$ cat src/iq_pkg.sv
package iq_pkg;

    // queue geometry
    localparam int IQ_SIZE = 16;
    localparam int IQ_PTR_W = $clog2(IQ_SIZE);

    // core-wide sizes seen by the queue
    localparam int AL_SIZE = 64;
    localparam int AL_TAG_W = $clog2(AL_SIZE);
    localparam int NUM_PR = 64;
    localparam int PR_W = $clog2(NUM_PR);
    localparam int ADDR_W = 32;
    localparam int NUM_LANES = 2;
    localparam int NUM_WB = 4;

    typedef logic [AL_TAG_W-1:0] al_tag_t;
    typedef logic [PR_W-1:0] pr_tag_t;
    typedef logic [IQ_PTR_W-1:0] iq_ptr_t;
    // one extra bit so a full queue can be counted
    typedef logic [IQ_PTR_W:0] iq_count_t;

    typedef enum logic {
        MEM_READ,
        MEM_WRITE
    } mem_op_e;

    // follows the riscv load/store funct3 encoding
    typedef enum logic [2:0] {
        W_BYTE  = 3'b000,
        W_HALF  = 3'b001,
        W_WORD  = 3'b010,
        W_UBYTE = 3'b100,
        W_UHALF = 3'b101
    } mem_width_e;

    typedef struct packed {
        logic [ADDR_W-1:0] pc;
        pr_tag_t rs1;
        pr_tag_t rs2;
        pr_tag_t rd;
        logic uses_rs1;
        logic uses_rs2;
        logic uses_rd;
        logic uses_imm;
        logic [31:0] imm;
        logic is_mem_access;
        logic accesses_csr;
        mem_op_e mem_op;
        mem_width_e width;
        al_tag_t al_addr;
    } iq_entry_t;

endpackage

$ cat src/iq_alloc_if.sv
`timescale 1ns/1ps

// per write port: enable, target slot, payload and incoming source-ready bits
interface iq_alloc_if;

    logic alloc_we [iq_pkg::NUM_LANES];
    iq_pkg::iq_ptr_t alloc_slot [iq_pkg::NUM_LANES];
    iq_pkg::iq_entry_t alloc_entry [iq_pkg::NUM_LANES];
    // bit 0 is rs1_ready, bit 1 is rs2_ready
    logic [1:0] alloc_src_ready [iq_pkg::NUM_LANES];

    modport alloc (
        output alloc_we,
        output alloc_slot,
        output alloc_entry,
        output alloc_src_ready
    );

    modport store (
        input alloc_we,
        input alloc_slot,
        input alloc_entry,
        input alloc_src_ready
    );

endinterface

$ cat src/iq_wakeup.sv
`timescale 1ns/1ps

module iq_wakeup (
    input  logic clk,
    input  logic reset,
    iq_alloc_if.store i_alloc,
    input  logic [iq_pkg::IQ_SIZE-1:0] i_valid,
    input  logic i_wb_valid [iq_pkg::NUM_WB],
    input  logic i_wb_uses_rd [iq_pkg::NUM_WB],
    input  iq_pkg::pr_tag_t i_wb_rd [iq_pkg::NUM_WB],
    output logic [iq_pkg::IQ_SIZE-1:0] o_entry_ready
);

    iq_pkg::pr_tag_t rs1_tag [iq_pkg::IQ_SIZE];
    iq_pkg::pr_tag_t rs2_tag [iq_pkg::IQ_SIZE];
    logic [iq_pkg::IQ_SIZE-1:0] rs1_rdy;
    logic [iq_pkg::IQ_SIZE-1:0] rs2_rdy;

    // true if any writeback port produces this tag in the current cycle
    function automatic logic wb_hit(input iq_pkg::pr_tag_t tag);
        logic hit;
        hit = 1'b0;
        for (int k = 0; k < iq_pkg::NUM_WB; k++) begin
            hit |= i_wb_valid[k] && i_wb_uses_rd[k] && (i_wb_rd[k] == tag);
        end
        return hit;
    endfunction

    always_ff @(posedge clk) begin
        for (int l = 0; l < iq_pkg::NUM_LANES; l++) begin
            if (i_alloc.alloc_we[l]) begin
                rs1_tag[i_alloc.alloc_slot[l]] <= i_alloc.alloc_entry[l].rs1;
                rs2_tag[i_alloc.alloc_slot[l]] <= i_alloc.alloc_entry[l].rs2;
            end
        end
    end

    // an unused source is marked ready at allocation, so only used ones
    // ever wait on a writeback
    always_ff @(posedge clk) begin
        if (reset) begin
            rs1_rdy <= '0;
            rs2_rdy <= '0;
        end else begin
            for (int j = 0; j < iq_pkg::IQ_SIZE; j++) begin
                if (i_valid[j] && wb_hit(rs1_tag[j])) begin
                    rs1_rdy[j] <= 1'b1;
                end
                if (i_valid[j] && wb_hit(rs2_tag[j])) begin
                    rs2_rdy[j] <= 1'b1;
                end
            end
            // same-cycle writeback catches a tag the busy table missed
            for (int l = 0; l < iq_pkg::NUM_LANES; l++) begin
                if (i_alloc.alloc_we[l]) begin
                    rs1_rdy[i_alloc.alloc_slot[l]] <= !i_alloc.alloc_entry[l].uses_rs1 ||
                        i_alloc.alloc_src_ready[l][0] || wb_hit(i_alloc.alloc_entry[l].rs1);
                    rs2_rdy[i_alloc.alloc_slot[l]] <= !i_alloc.alloc_entry[l].uses_rs2 ||
                        i_alloc.alloc_src_ready[l][1] || wb_hit(i_alloc.alloc_entry[l].rs2);
                end
            end
        end
    end

    assign o_entry_ready = rs1_rdy & rs2_rdy;

endmodule

$ cat src/flat_wrapper.sv
// flat-port wrapper written by rule: the top's interface ports become plain ports
module iq_wakeup_flat 
  (clk, reset, i_valid, i_wb_valid, i_wb_uses_rd, i_wb_rd, o_entry_ready, i_alloc_alloc_we, i_alloc_alloc_slot, i_alloc_alloc_entry, i_alloc_alloc_src_ready);
  iq_alloc_if i_alloc_i ();
  input  logic clk;
  input  logic reset;
  input  logic [iq_pkg::IQ_SIZE-1:0] i_valid;
  input  logic i_wb_valid[iq_pkg::NUM_WB];
  input  logic i_wb_uses_rd[iq_pkg::NUM_WB];
  input  iq_pkg::pr_tag_t i_wb_rd[iq_pkg::NUM_WB];
  output logic [iq_pkg::IQ_SIZE-1:0] o_entry_ready;
  input wire logic [$bits(i_alloc_i.alloc_we)-1:0] i_alloc_alloc_we;
  input wire logic [$bits(i_alloc_i.alloc_slot)-1:0] i_alloc_alloc_slot;
  input wire logic [$bits(i_alloc_i.alloc_entry)-1:0] i_alloc_alloc_entry;
  input wire logic [$bits(i_alloc_i.alloc_src_ready)-1:0] i_alloc_alloc_src_ready;
  assign i_alloc_i.alloc_we = {>>{i_alloc_alloc_we}};
  assign i_alloc_i.alloc_slot = {>>{i_alloc_alloc_slot}};
  assign i_alloc_i.alloc_entry = {>>{i_alloc_alloc_entry}};
  assign i_alloc_i.alloc_src_ready = {>>{i_alloc_alloc_src_ready}};
  iq_wakeup u_core (.clk(clk), .reset(reset), .i_alloc(i_alloc_i), .i_valid(i_valid), .i_wb_valid(i_wb_valid), .i_wb_uses_rd(i_wb_uses_rd), .i_wb_rd(i_wb_rd), .o_entry_ready(o_entry_ready));
endmodule
$ cat config.mk
export PLATFORM = sky130hd
export DESIGN_NAME = iq_wakeup_flat
export DESIGN_NICKNAME = d
export VERILOG_FILES = /design/src/iq_pkg.sv /design/src/iq_alloc_if.sv /design/src/iq_wakeup.sv /design/src/flat_wrapper.sv
export SDC_FILE = /design/constraint.sdc
export NUM_CORES = 1
export LEC_CHECK = 0
export BUFFER_PORTS_ARGS = -buffer_cell sky130_fd_sc_hd__buf_2
export CAP_MARGIN = 20
export CORE_MARGIN = 2
export CORE_UTILIZATION = 61
export DETAILED_ROUTE_END_ITERATION = 12
export PLACE_DENSITY = 0.92
export SYNTH_ARGS = -nofsm -noshare
export SYNTH_HDL_FRONTEND = slang
export SYNTH_SLANG_ARGS = --single-unit
$ cat constraint.sdc
create_clock -name clk -period 4.6 [get_ports clk]
set_input_delay 0.46 -clock clk [delete_from_list [all_inputs] [get_ports clk]]
set_output_delay 0.46 -clock clk [all_outputs]
set_load 0.03 [all_outputs]
==> run_summary.xml, run 1 <==
<?xml version="1.0" encoding="UTF-8"?>
<metrics>
  <group name="grt">
    <metric name="vias_in_the_first_global_route" unit="">18856</metric>
    <metric name="grt_pass1_wl" unit="mm">114</metric>
    <metric name="grt_antenna_before_repair" unit="">2</metric>
    <metric name="total_gr_overflow" unit="">0</metric>
    <metric name="global_route.usage.total" unit="%">42.7</metric>
    <metric name="largest_net_degree_at_the_start_of_global_routing" unit="">34</metric>
  </group>
  <group name="sta">
    <metric name="tightest_slew" unit="ns">1.22</metric>
    <metric name="maxSlewHeadroom" unit="%">18.7</metric>
    <metric name="achievable-frequency" unit="GHz">0.357</metric>
    <metric name="post_route_hold_slack" unit="ns">0.317</metric>
    <metric name="unrepaired_setup_endpoints_after_global_routing" unit="">false</metric>
    <metric name="finalSetupTns" unit="ns">0</metric>
    <metric name="period_minus_slack" unit="ns">2.80</metric>
    <metric name="post_route_clock_period_utilization" unit="%">60.8</metric>
    <metric name="skew" unit="ns">0.0103</metric>
    <metric name="hold_viol_final" unit="">0</metric>
    <metric name="slew_viol_final" unit="">0</metric>
    <metric name="setup_viol" unit="">0</metric>
  </group>
  <group name="pwr">
    <metric name="leakage" unit="µW">0.00753</metric>
    <metric name="ir_worst_vdd" unit="V">0.000366</metric>
    <metric name="p_per_area" unit="mW/mm²">271</metric>
  </group>
  <group name="routing">
    <metric name="detail_route.iter0.violations" unit="">3087</metric>
    <metric name="routed-wl-met2" unit="mm">31.6</metric>
    <metric name="drtAntennaViolNets" unit="">0</metric>
    <metric name="drt_drc_violations_left" unit="">0</metric>
    <metric name="drt_wl_total" unit="mm">77.5</metric>
    <metric name="detail_route.wirelength.met1" unit="mm">24.7</metric>
    <metric name="route.vias.total" unit="">18746</metric>
    <metric name="wl_per_cell" unit="µm">29.7</metric>
    <metric name="met3_wirelength" unit="mm">13.5</metric>
    <metric name="drt-pass1-iter-count" unit="">8</metric>
    <metric name="highest-signal-layer" unit="">met4</metric>
    <metric name="drt-vias-per-instance" unit="">7.18</metric>
  </group>
  <group name="synth">
    <metric name="synth_top_area_share" unit="%">27.7</metric>
    <metric name="number_of_flops_mapped_to_enable_cells_by_yosys" unit="">192</metric>
    <metric name="synth.avg_cell_area" unit="µm²">9.46</metric>
    <metric name="synth.top_cells.by_area" unit="">edfxtp_1 28%, xnor2_1 18%, xor2_1 18%</metric>
    <metric name="syn_nets" unit="">2456</metric>
    <metric name="synthesis.instances" unit="">2196</metric>
    <metric name="synth.cells.most_frequent" unit="">432 x xnor2_1, 432 x xor2_1, 200 x nand2_1, 192 x edfxtp_1, 151 x nand4_1</metric>
    <metric name="synth-adder-area-share" unit="%">0</metric>
    <metric name="synth_flop_cell" unit="">edfxtp_1</metric>
    <metric name="synth_compound_gate_area_share" unit="%">4.12</metric>
    <metric name="synthesis.area" unit="mm²">0.0208</metric>
    <metric name="synth_async_sr_flop_share" unit="%">0</metric>
    <metric name="synth.lib_cells_used.distinct" unit="">51</metric>
    <metric name="simple_gate_portion_of_the_synthesized_area" unit="%">15.6</metric>
    <metric name="post_synth_xor_area_fraction" unit="%">36.4</metric>
    <metric name="synth_top_cell_by_area" unit="">edfxtp_1</metric>
    <metric name="synth_top_family_by_area" unit="">XOR/XNOR gates</metric>
    <metric name="synth_seq_area_share" unit="%">30.8</metric>
    <metric name="synthesis.yosys.warnings" unit="">0</metric>
    <metric name="synth_mux_area_share" unit="%">7.15</metric>
    <metric name="synth_seq_cells" unit="">224</metric>
  </group>
  <group name="placed_design">
    <metric name="post-place-cells" unit="">2557</metric>
    <metric name="place.gp.congestion" unit="">0.988</metric>
    <metric name="port-buffer-count" unit="">107</metric>
    <metric name="place_hpwl" unit="mm">47.8</metric>
  </group>
  <group name="outcome">
    <metric name="outcome" unit="">finished clean</metric>
  </group>
  <group name="floorplanning">
    <metric name="floorplan.die.width" unit="µm">189</metric>
    <metric name="die_height" unit="µm">189</metric>
    <metric name="top_level_ports" unit="">276</metric>
    <metric name="fp.dieArea" unit="mm²">0.0356</metric>
    <metric name="core.rowCount" unit="">67</metric>
    <metric name="core-area" unit="mm²">0.0335</metric>
    <metric name="floorplan.initialDensity" unit="%">62.0</metric>
  </group>
  <group name="clock_tree">
    <metric name="cts.clk_slew.worst_paths" unit="ns">0.06</metric>
    <metric name="post_cts.repair.setup_buffers" unit="">0</metric>
    <metric name="htreeDepth" unit="">1</metric>
    <metric name="cts-root-to-sink-buffers" unit="">3</metric>
    <metric name="numCtsBuffers" unit="">25</metric>
    <metric name="numClockSinks" unit="">224</metric>
    <metric name="tritoncts" unit="">done</metric>
    <metric name="post_cts_resize_count" unit="">0</metric>
    <metric name="worstSkewPairLatency" unit="ns">0.55</metric>
    <metric name="cts_hold_buf" unit="">0</metric>
    <metric name="clk_root_buffer_cell" unit="">clkbuf_16</metric>
  </group>
  <group name="worst_setup_path">
    <metric name="crit-reg2reg-launch" unit="">u_core.rs1_tag[11][3]</metric>
    <metric name="cp_cell_sequence" unit="">buf_2, and2_1, nand4_1, o41ai_1, nor4_4, buf_4, a2111oi_0</metric>
    <metric name="path_class" unit="">input port to flop</metric>
    <metric name="crit_path_end_kind" unit="">flop</metric>
    <metric name="path_delay_family" unit="">compound AO/OA/AOI/OAI gates</metric>
    <metric name="critPathLaunch" unit="">i_wb_valid[2]</metric>
    <metric name="worst_setup_path_start_kind" unit="">input port</metric>
    <metric name="timing.critical_path.required" unit="ns">4.99</metric>
    <metric name="critical_path_peak_fanout" unit="">16</metric>
    <metric name="critical-path-slowest-cell" unit="">and2_1</metric>
    <metric name="critical_path.max_stage_delay" unit="ns">0.93</metric>
    <metric name="arrival" unit="ns">3.18</metric>
    <metric name="cp_num_buf_inv" unit="">2</metric>
  </group>
  <group name="final_layout">
    <metric name="fill_cells" unit="">2458</metric>
    <metric name="drive_above_1_share" unit="%">16.3</metric>
    <metric name="finalNetCount" unit="">2402</metric>
    <metric name="syn_to_final_growth" unit="%">6.27</metric>
    <metric name="final_cells" unit="">2610</metric>
  </group>
  <group name="run">
    <metric name="cap_violations" unit="">0</metric>
  </group>
  <group name="hold_path">
    <metric name="hp-start" unit="">i_valid[1]</metric>
    <metric name="hp-class" unit="">input port to flop</metric>
  </group>
</metrics>
state kept, by name, indices dropped and copies added (netlist names):
register and count:
u_core.rs1_tag 96, u_core.rs2_rdy 16, u_core.rs2_tag 96, u_core.rs1_rdy 16
area by class of cell:
cell class | instances | area, µm² | share of cell area, %
diodes | 1 | 2.50 | 0.0113
clock buffers | 34 | 752 | 3.41
clock inverters | 12 | 149 | 0.674
inverters | 12 | 45.0 | 0.204
multi-input cells | 1709 | 13200 | 59.6
flip-flops and latches | 224 | 6410 | 29.0
well taps | 448 | 561 | 2.54
repair buffers | 170 | 1020 | 4.60
per-layer routing:
metal,GRT usage [%],up-vias
met2,62.7,1960
met5,0,-
met1,50.5,8637
li1,-,7476
met4,34.8,0
met3,15.1,673
worst paths after layout:
path / to / cells after the start / slack (ns)
max: u_core.rs1_rdy[11] / 7 / 1.80
min: u_core.rs2_rdy[1] / 4 / 0.32
max reg2reg: u_core.rs1_rdy[11] / 6 / 2.41
min reg2reg: u_core.rs1_rdy[8] / 2 / 0.55
per-stage QoR:
stage	setup slack (ns)	total power, µW	utilization [%]	area, µm²
3_3_place_gp	1.63	3670	63.0	21100
3_5_place_dp	1.46	3730	63.0	21100
5_1_grt	1.77	6090	65.9	22100
4_1_cts	1.93	5880	65.7	22000
2_1_floorplan	2.10	3360	-	20800
6_report	1.80	5990	65.9	22100
cell usage in the layout, fill, tap and decap left out, drive strengths merged, types with 4 or more instances in the layout:
| cell type | count |
|---|---|
| xnor2 | 432 |
| xor2 | 432 |
| nand2 | 200 |
| edfxtp | 192 |
| buf | 170 |
| nand4 | 151 |
| nor4 | 144 |
| mux2 | 132 |
| nor2 | 56 |
| clkbuf | 34 |
| dfxtp | 32 |
| o41ai | 27 |
| and2 | 16 |
| inv | 14 |
| o311a | 12 |
| a221oi | 12 |
| nand2b | 9 |
| a21o | 9 |
| nor3 | 9 |
| a21oi | 8 |
| a211oi | 7 |
| a2111oi | 7 |
| nand3b | 6 |
| clkinv | 6 |
| o21ai | 6 |
| nor3b | 4 |
| o22ai | 4 |
| a31o | 4 |
| a31oi | 4 |
kinds of logic after synthesis:
kind of cell | after synthesis
AO/OA/AOI/OAI | 104
buffers and inverters | 263
AND/OR/NAND/NOR | 609
flip-flops | 224
XOR/XNOR | 864
multiplexers | 132
where the power goes:
part	internal, µW	leakage, µW	total (µW)	switching (µW)
sequential	2300	0.00200	2420	122
clock	1320	0.000446	2210	890
combinational	502	0.00508	1360	861
tightest hold or removal path: stages:
cell	delay [ns]
buf_2	0.13
o41ai_1	0.08
a21o_1	0.11
a221oi_1	0.04
Note: power is estimated with default switching activity, not from simulation.
==> inputs of run 2 (changes only) <==
- CORE_UTILIZATION: 61 -> 54
- PLACE_DENSITY: 0.92 -> 0.86
- clock period: 4.6 -> 2.5 ns (I/O delays scaled with it)
==> run_summary.xml, run 2 (synthesized netlist as in run 1, its figures left out) <==
<?xml version="1.0" encoding="UTF-8"?>
<metrics>
  <group name="floorplanning">
    <metric name="fp.dieArea" unit="mm²">0.0401</metric>
    <metric name="core-area" unit="mm²">0.0378</metric>
    <metric name="floorplan.die.width" unit="µm">200</metric>
    <metric name="die_height" unit="µm">200</metric>
    <metric name="top_level_ports" unit="">276</metric>
    <metric name="floorplan.initialDensity" unit="%">55.0</metric>
    <metric name="core.rowCount" unit="">71</metric>
  </group>
  <group name="sta">
    <metric name="maxSlewHeadroom" unit="%">45.5</metric>
    <metric name="achievable-frequency" unit="GHz">0.483</metric>
    <metric name="slew_viol_final" unit="">0</metric>
    <metric name="setup_viol" unit="">0</metric>
    <metric name="unrepaired_setup_endpoints_after_global_routing" unit="">false</metric>
    <metric name="finalSetupTns" unit="ns">0</metric>
    <metric name="period_minus_slack" unit="ns">2.07</metric>
    <metric name="tightest_slew" unit="ns">0.818</metric>
    <metric name="post_route_clock_period_utilization" unit="%">82.8</metric>
    <metric name="hold_viol_final" unit="">0</metric>
    <metric name="skew" unit="ns">0.00782</metric>
  </group>
  <group name="worst_setup_path">
    <metric name="path_delay_family" unit="">compound AO/OA/AOI/OAI gates</metric>
    <metric name="timing.critical_path.required" unit="ns">2.89</metric>
    <metric name="crit_path_end_kind" unit="">flop</metric>
    <metric name="reg2reg_to" unit="">u_core.rs2_rdy[6]</metric>
    <metric name="cp_cell_sequence" unit="">xnor2_1, nand4_1, nor4_1, o41ai_1, buf_4, a31o_1, a221oi_1</metric>
    <metric name="reg2reg_setup_slack" unit="ns">0.43</metric>
    <metric name="cp_num_buf_inv" unit="">1</metric>
    <metric name="crit-reg2reg-launch" unit="">u_core.rs2_tag[6][0]</metric>
    <metric name="arrival" unit="ns">2.46</metric>
    <metric name="critical_path_peak_fanout" unit="">4</metric>
    <metric name="worst_setup_path_start_kind" unit="">flop</metric>
    <metric name="reg2regPathDepth" unit="">7</metric>
    <metric name="path_class" unit="">flop to flop</metric>
    <metric name="critical-path-slowest-cell" unit="">o41ai_1</metric>
    <metric name="critical_path.max_stage_delay" unit="ns">0.66</metric>
  </group>
  <group name="placed_design">
    <metric name="port-buffer-count" unit="">107</metric>
    <metric name="post-place-cells" unit="">2729</metric>
    <metric name="place.gp.congestion" unit="">1.05</metric>
    <metric name="place_hpwl" unit="mm">54.9</metric>
  </group>
  <group name="routing">
    <metric name="wl_per_cell" unit="µm">28.6</metric>
    <metric name="drt_wl_total" unit="mm">79.4</metric>
    <metric name="drt-pass1-iter-count" unit="">6</metric>
    <metric name="drt_drc_violations_left" unit="">0</metric>
    <metric name="detail_route.iter0.violations" unit="">3035</metric>
    <metric name="route.vias.total" unit="">18811</metric>
    <metric name="drt-vias-per-instance" unit="">6.77</metric>
    <metric name="drtAntennaViolNets" unit="">0</metric>
  </group>
  <group name="hold_path">
    <metric name="whs_endpoint" unit="">u_core.rs1_rdy[15]</metric>
    <metric name="hp-start" unit="">i_valid[15]</metric>
    <metric name="hp-class" unit="">input port to flop</metric>
    <metric name="number_of_cells_on_the_worst_hold_path" unit="">4</metric>
  </group>
  <group name="clock_tree">
    <metric name="cts.clk_slew.worst_paths" unit="ns">0.07</metric>
    <metric name="htreeDepth" unit="">1</metric>
    <metric name="numClockSinks" unit="">224</metric>
    <metric name="worstSkewPairLatency" unit="ns">0.54</metric>
    <metric name="cts-root-to-sink-buffers" unit="">3</metric>
    <metric name="post_cts.repair.setup_buffers" unit="">0</metric>
    <metric name="numCtsBuffers" unit="">25</metric>
    <metric name="tritoncts" unit="">done</metric>
    <metric name="clk_root_buffer_cell" unit="">clkbuf_16</metric>
    <metric name="post_cts_resize_count" unit="">0</metric>
    <metric name="cts_hold_buf" unit="">0</metric>
  </group>
  <group name="outcome">
    <metric name="outcome" unit="">finished clean</metric>
  </group>
  <group name="final_layout">
    <metric name="mostFrequentLayoutCells" unit="">432 x xnor2_1, 432 x xor2_1, 200 x nand2_1, 192 x edfxtp_1, 151 x nand4_1</metric>
    <metric name="combined_area_of_the_multi_input_logic_cells" unit="mm²">0.0132</metric>
    <metric name="area.sequential" unit="mm²">0.00641</metric>
    <metric name="finalNetCount" unit="">2505</metric>
    <metric name="syn_to_final_growth" unit="%">10.8</metric>
    <metric name="drive_above_1_share" unit="%">20.1</metric>
    <metric name="fill_cells" unit="">2899</metric>
    <metric name="final_cells" unit="">2779</metric>
  </group>
  <group name="grt">
    <metric name="largest_net_degree_at_the_start_of_global_routing" unit="">34</metric>
    <metric name="grt_pass1_wl" unit="mm">116</metric>
    <metric name="vias_in_the_first_global_route" unit="">18714</metric>
    <metric name="total_gr_overflow" unit="">0</metric>
    <metric name="grt_antenna_before_repair" unit="">6</metric>
    <metric name="global_route.usage.total" unit="%">38.3</metric>
  </group>
  <group name="run">
    <metric name="cap_violations" unit="">0</metric>
  </group>
  <group name="pwr">
    <metric name="leakage" unit="µW">0.00804</metric>
    <metric name="ir_worst_vdd" unit="V">0.000458</metric>
    <metric name="p_per_area" unit="mW/mm²">466</metric>
  </group>
</metrics>
==> run 2: worst reg2reg max path: cells and delay by family, from the launching register on <==
kind,cells,cell delay (ns)
AND/OR/NAND/NOR,2,0.19
AO/OA/AOI/OAI,3,0.85
XOR/XNOR,1,0.17
buffers and inverters,1,0.22
flip-flops,1,0.50
==> run 2: how the worst max path moves through the flow <==
stage / from / end / slack, ns / cells past startpoint
floorplan: i_alloc_alloc_slot[0] / u_core.rs1_rdy[10] / 0.21 / 6
global placement: i_wb_rd[8] / u_core.rs2_rdy[6] / 0.21 / 8
detailed placement: i_wb_rd[16] / u_core.rs2_rdy[8] / 0.16 / 9
CTS: u_core.rs2_tag[6][0] / u_core.rs2_rdy[6] / 0.53 / 7
global route: u_core.rs1_tag[10][4] / u_core.rs1_rdy[10] / 0.38 / 6
finish: u_core.rs2_tag[6][0] / u_core.rs2_rdy[6] / 0.43 / 7
==> run 2: final cells by class <==
cell class                      instances  share of cell area [%]
Multi-Input combinational cell       1709                    57.1
Clock inverter                         11                   0.283
Antenna cell                            4                  0.0435
Inverter                               12                   0.196
Sequential cell                       224                    27.8
Tap cell                              511                    2.78
Timing Repair Buffer                  273                    8.61
Clock buffer                           35                    3.14
==> run 2: power breakdown <==
group	leakage, µW	switching [µW]	internal [µW]
Clock	0.000393	1590	2020
Sequential	0.00200	224	4230
Combinational	0.00564	1610	1050
==> run 2: layer usage <==
layer	global-route usage, %	vias to the layer above	share of wire [%]
met2	55.9	1839	42
met4	28.1	8	8.3
met5	0	-	0.091
met3	12.8	541	17
li1	-	7681	-
met1	47.1	8742	33
==> run 2: per-stage QoR <==
stage | hold slack [ns] | util (%) | cell area, µm² | setup slack (ns) | power (µW)
2_1_floorplan | 0.475 | - | 20800 | 0.211 | 6180
3_3_place_gp | 0.516 | 58.9 | 22200 | 0.209 | 6930
3_5_place_dp | 0.528 | 58.9 | 22200 | 0.162 | 7030
4_1_cts | 0.108 | 61.0 | 23000 | 0.530 | 10500
5_1_grt | 0.131 | 61.0 | 23000 | 0.378 | 10900
6_report | 0.114 | 61.0 | 23000 | 0.431 | 10700
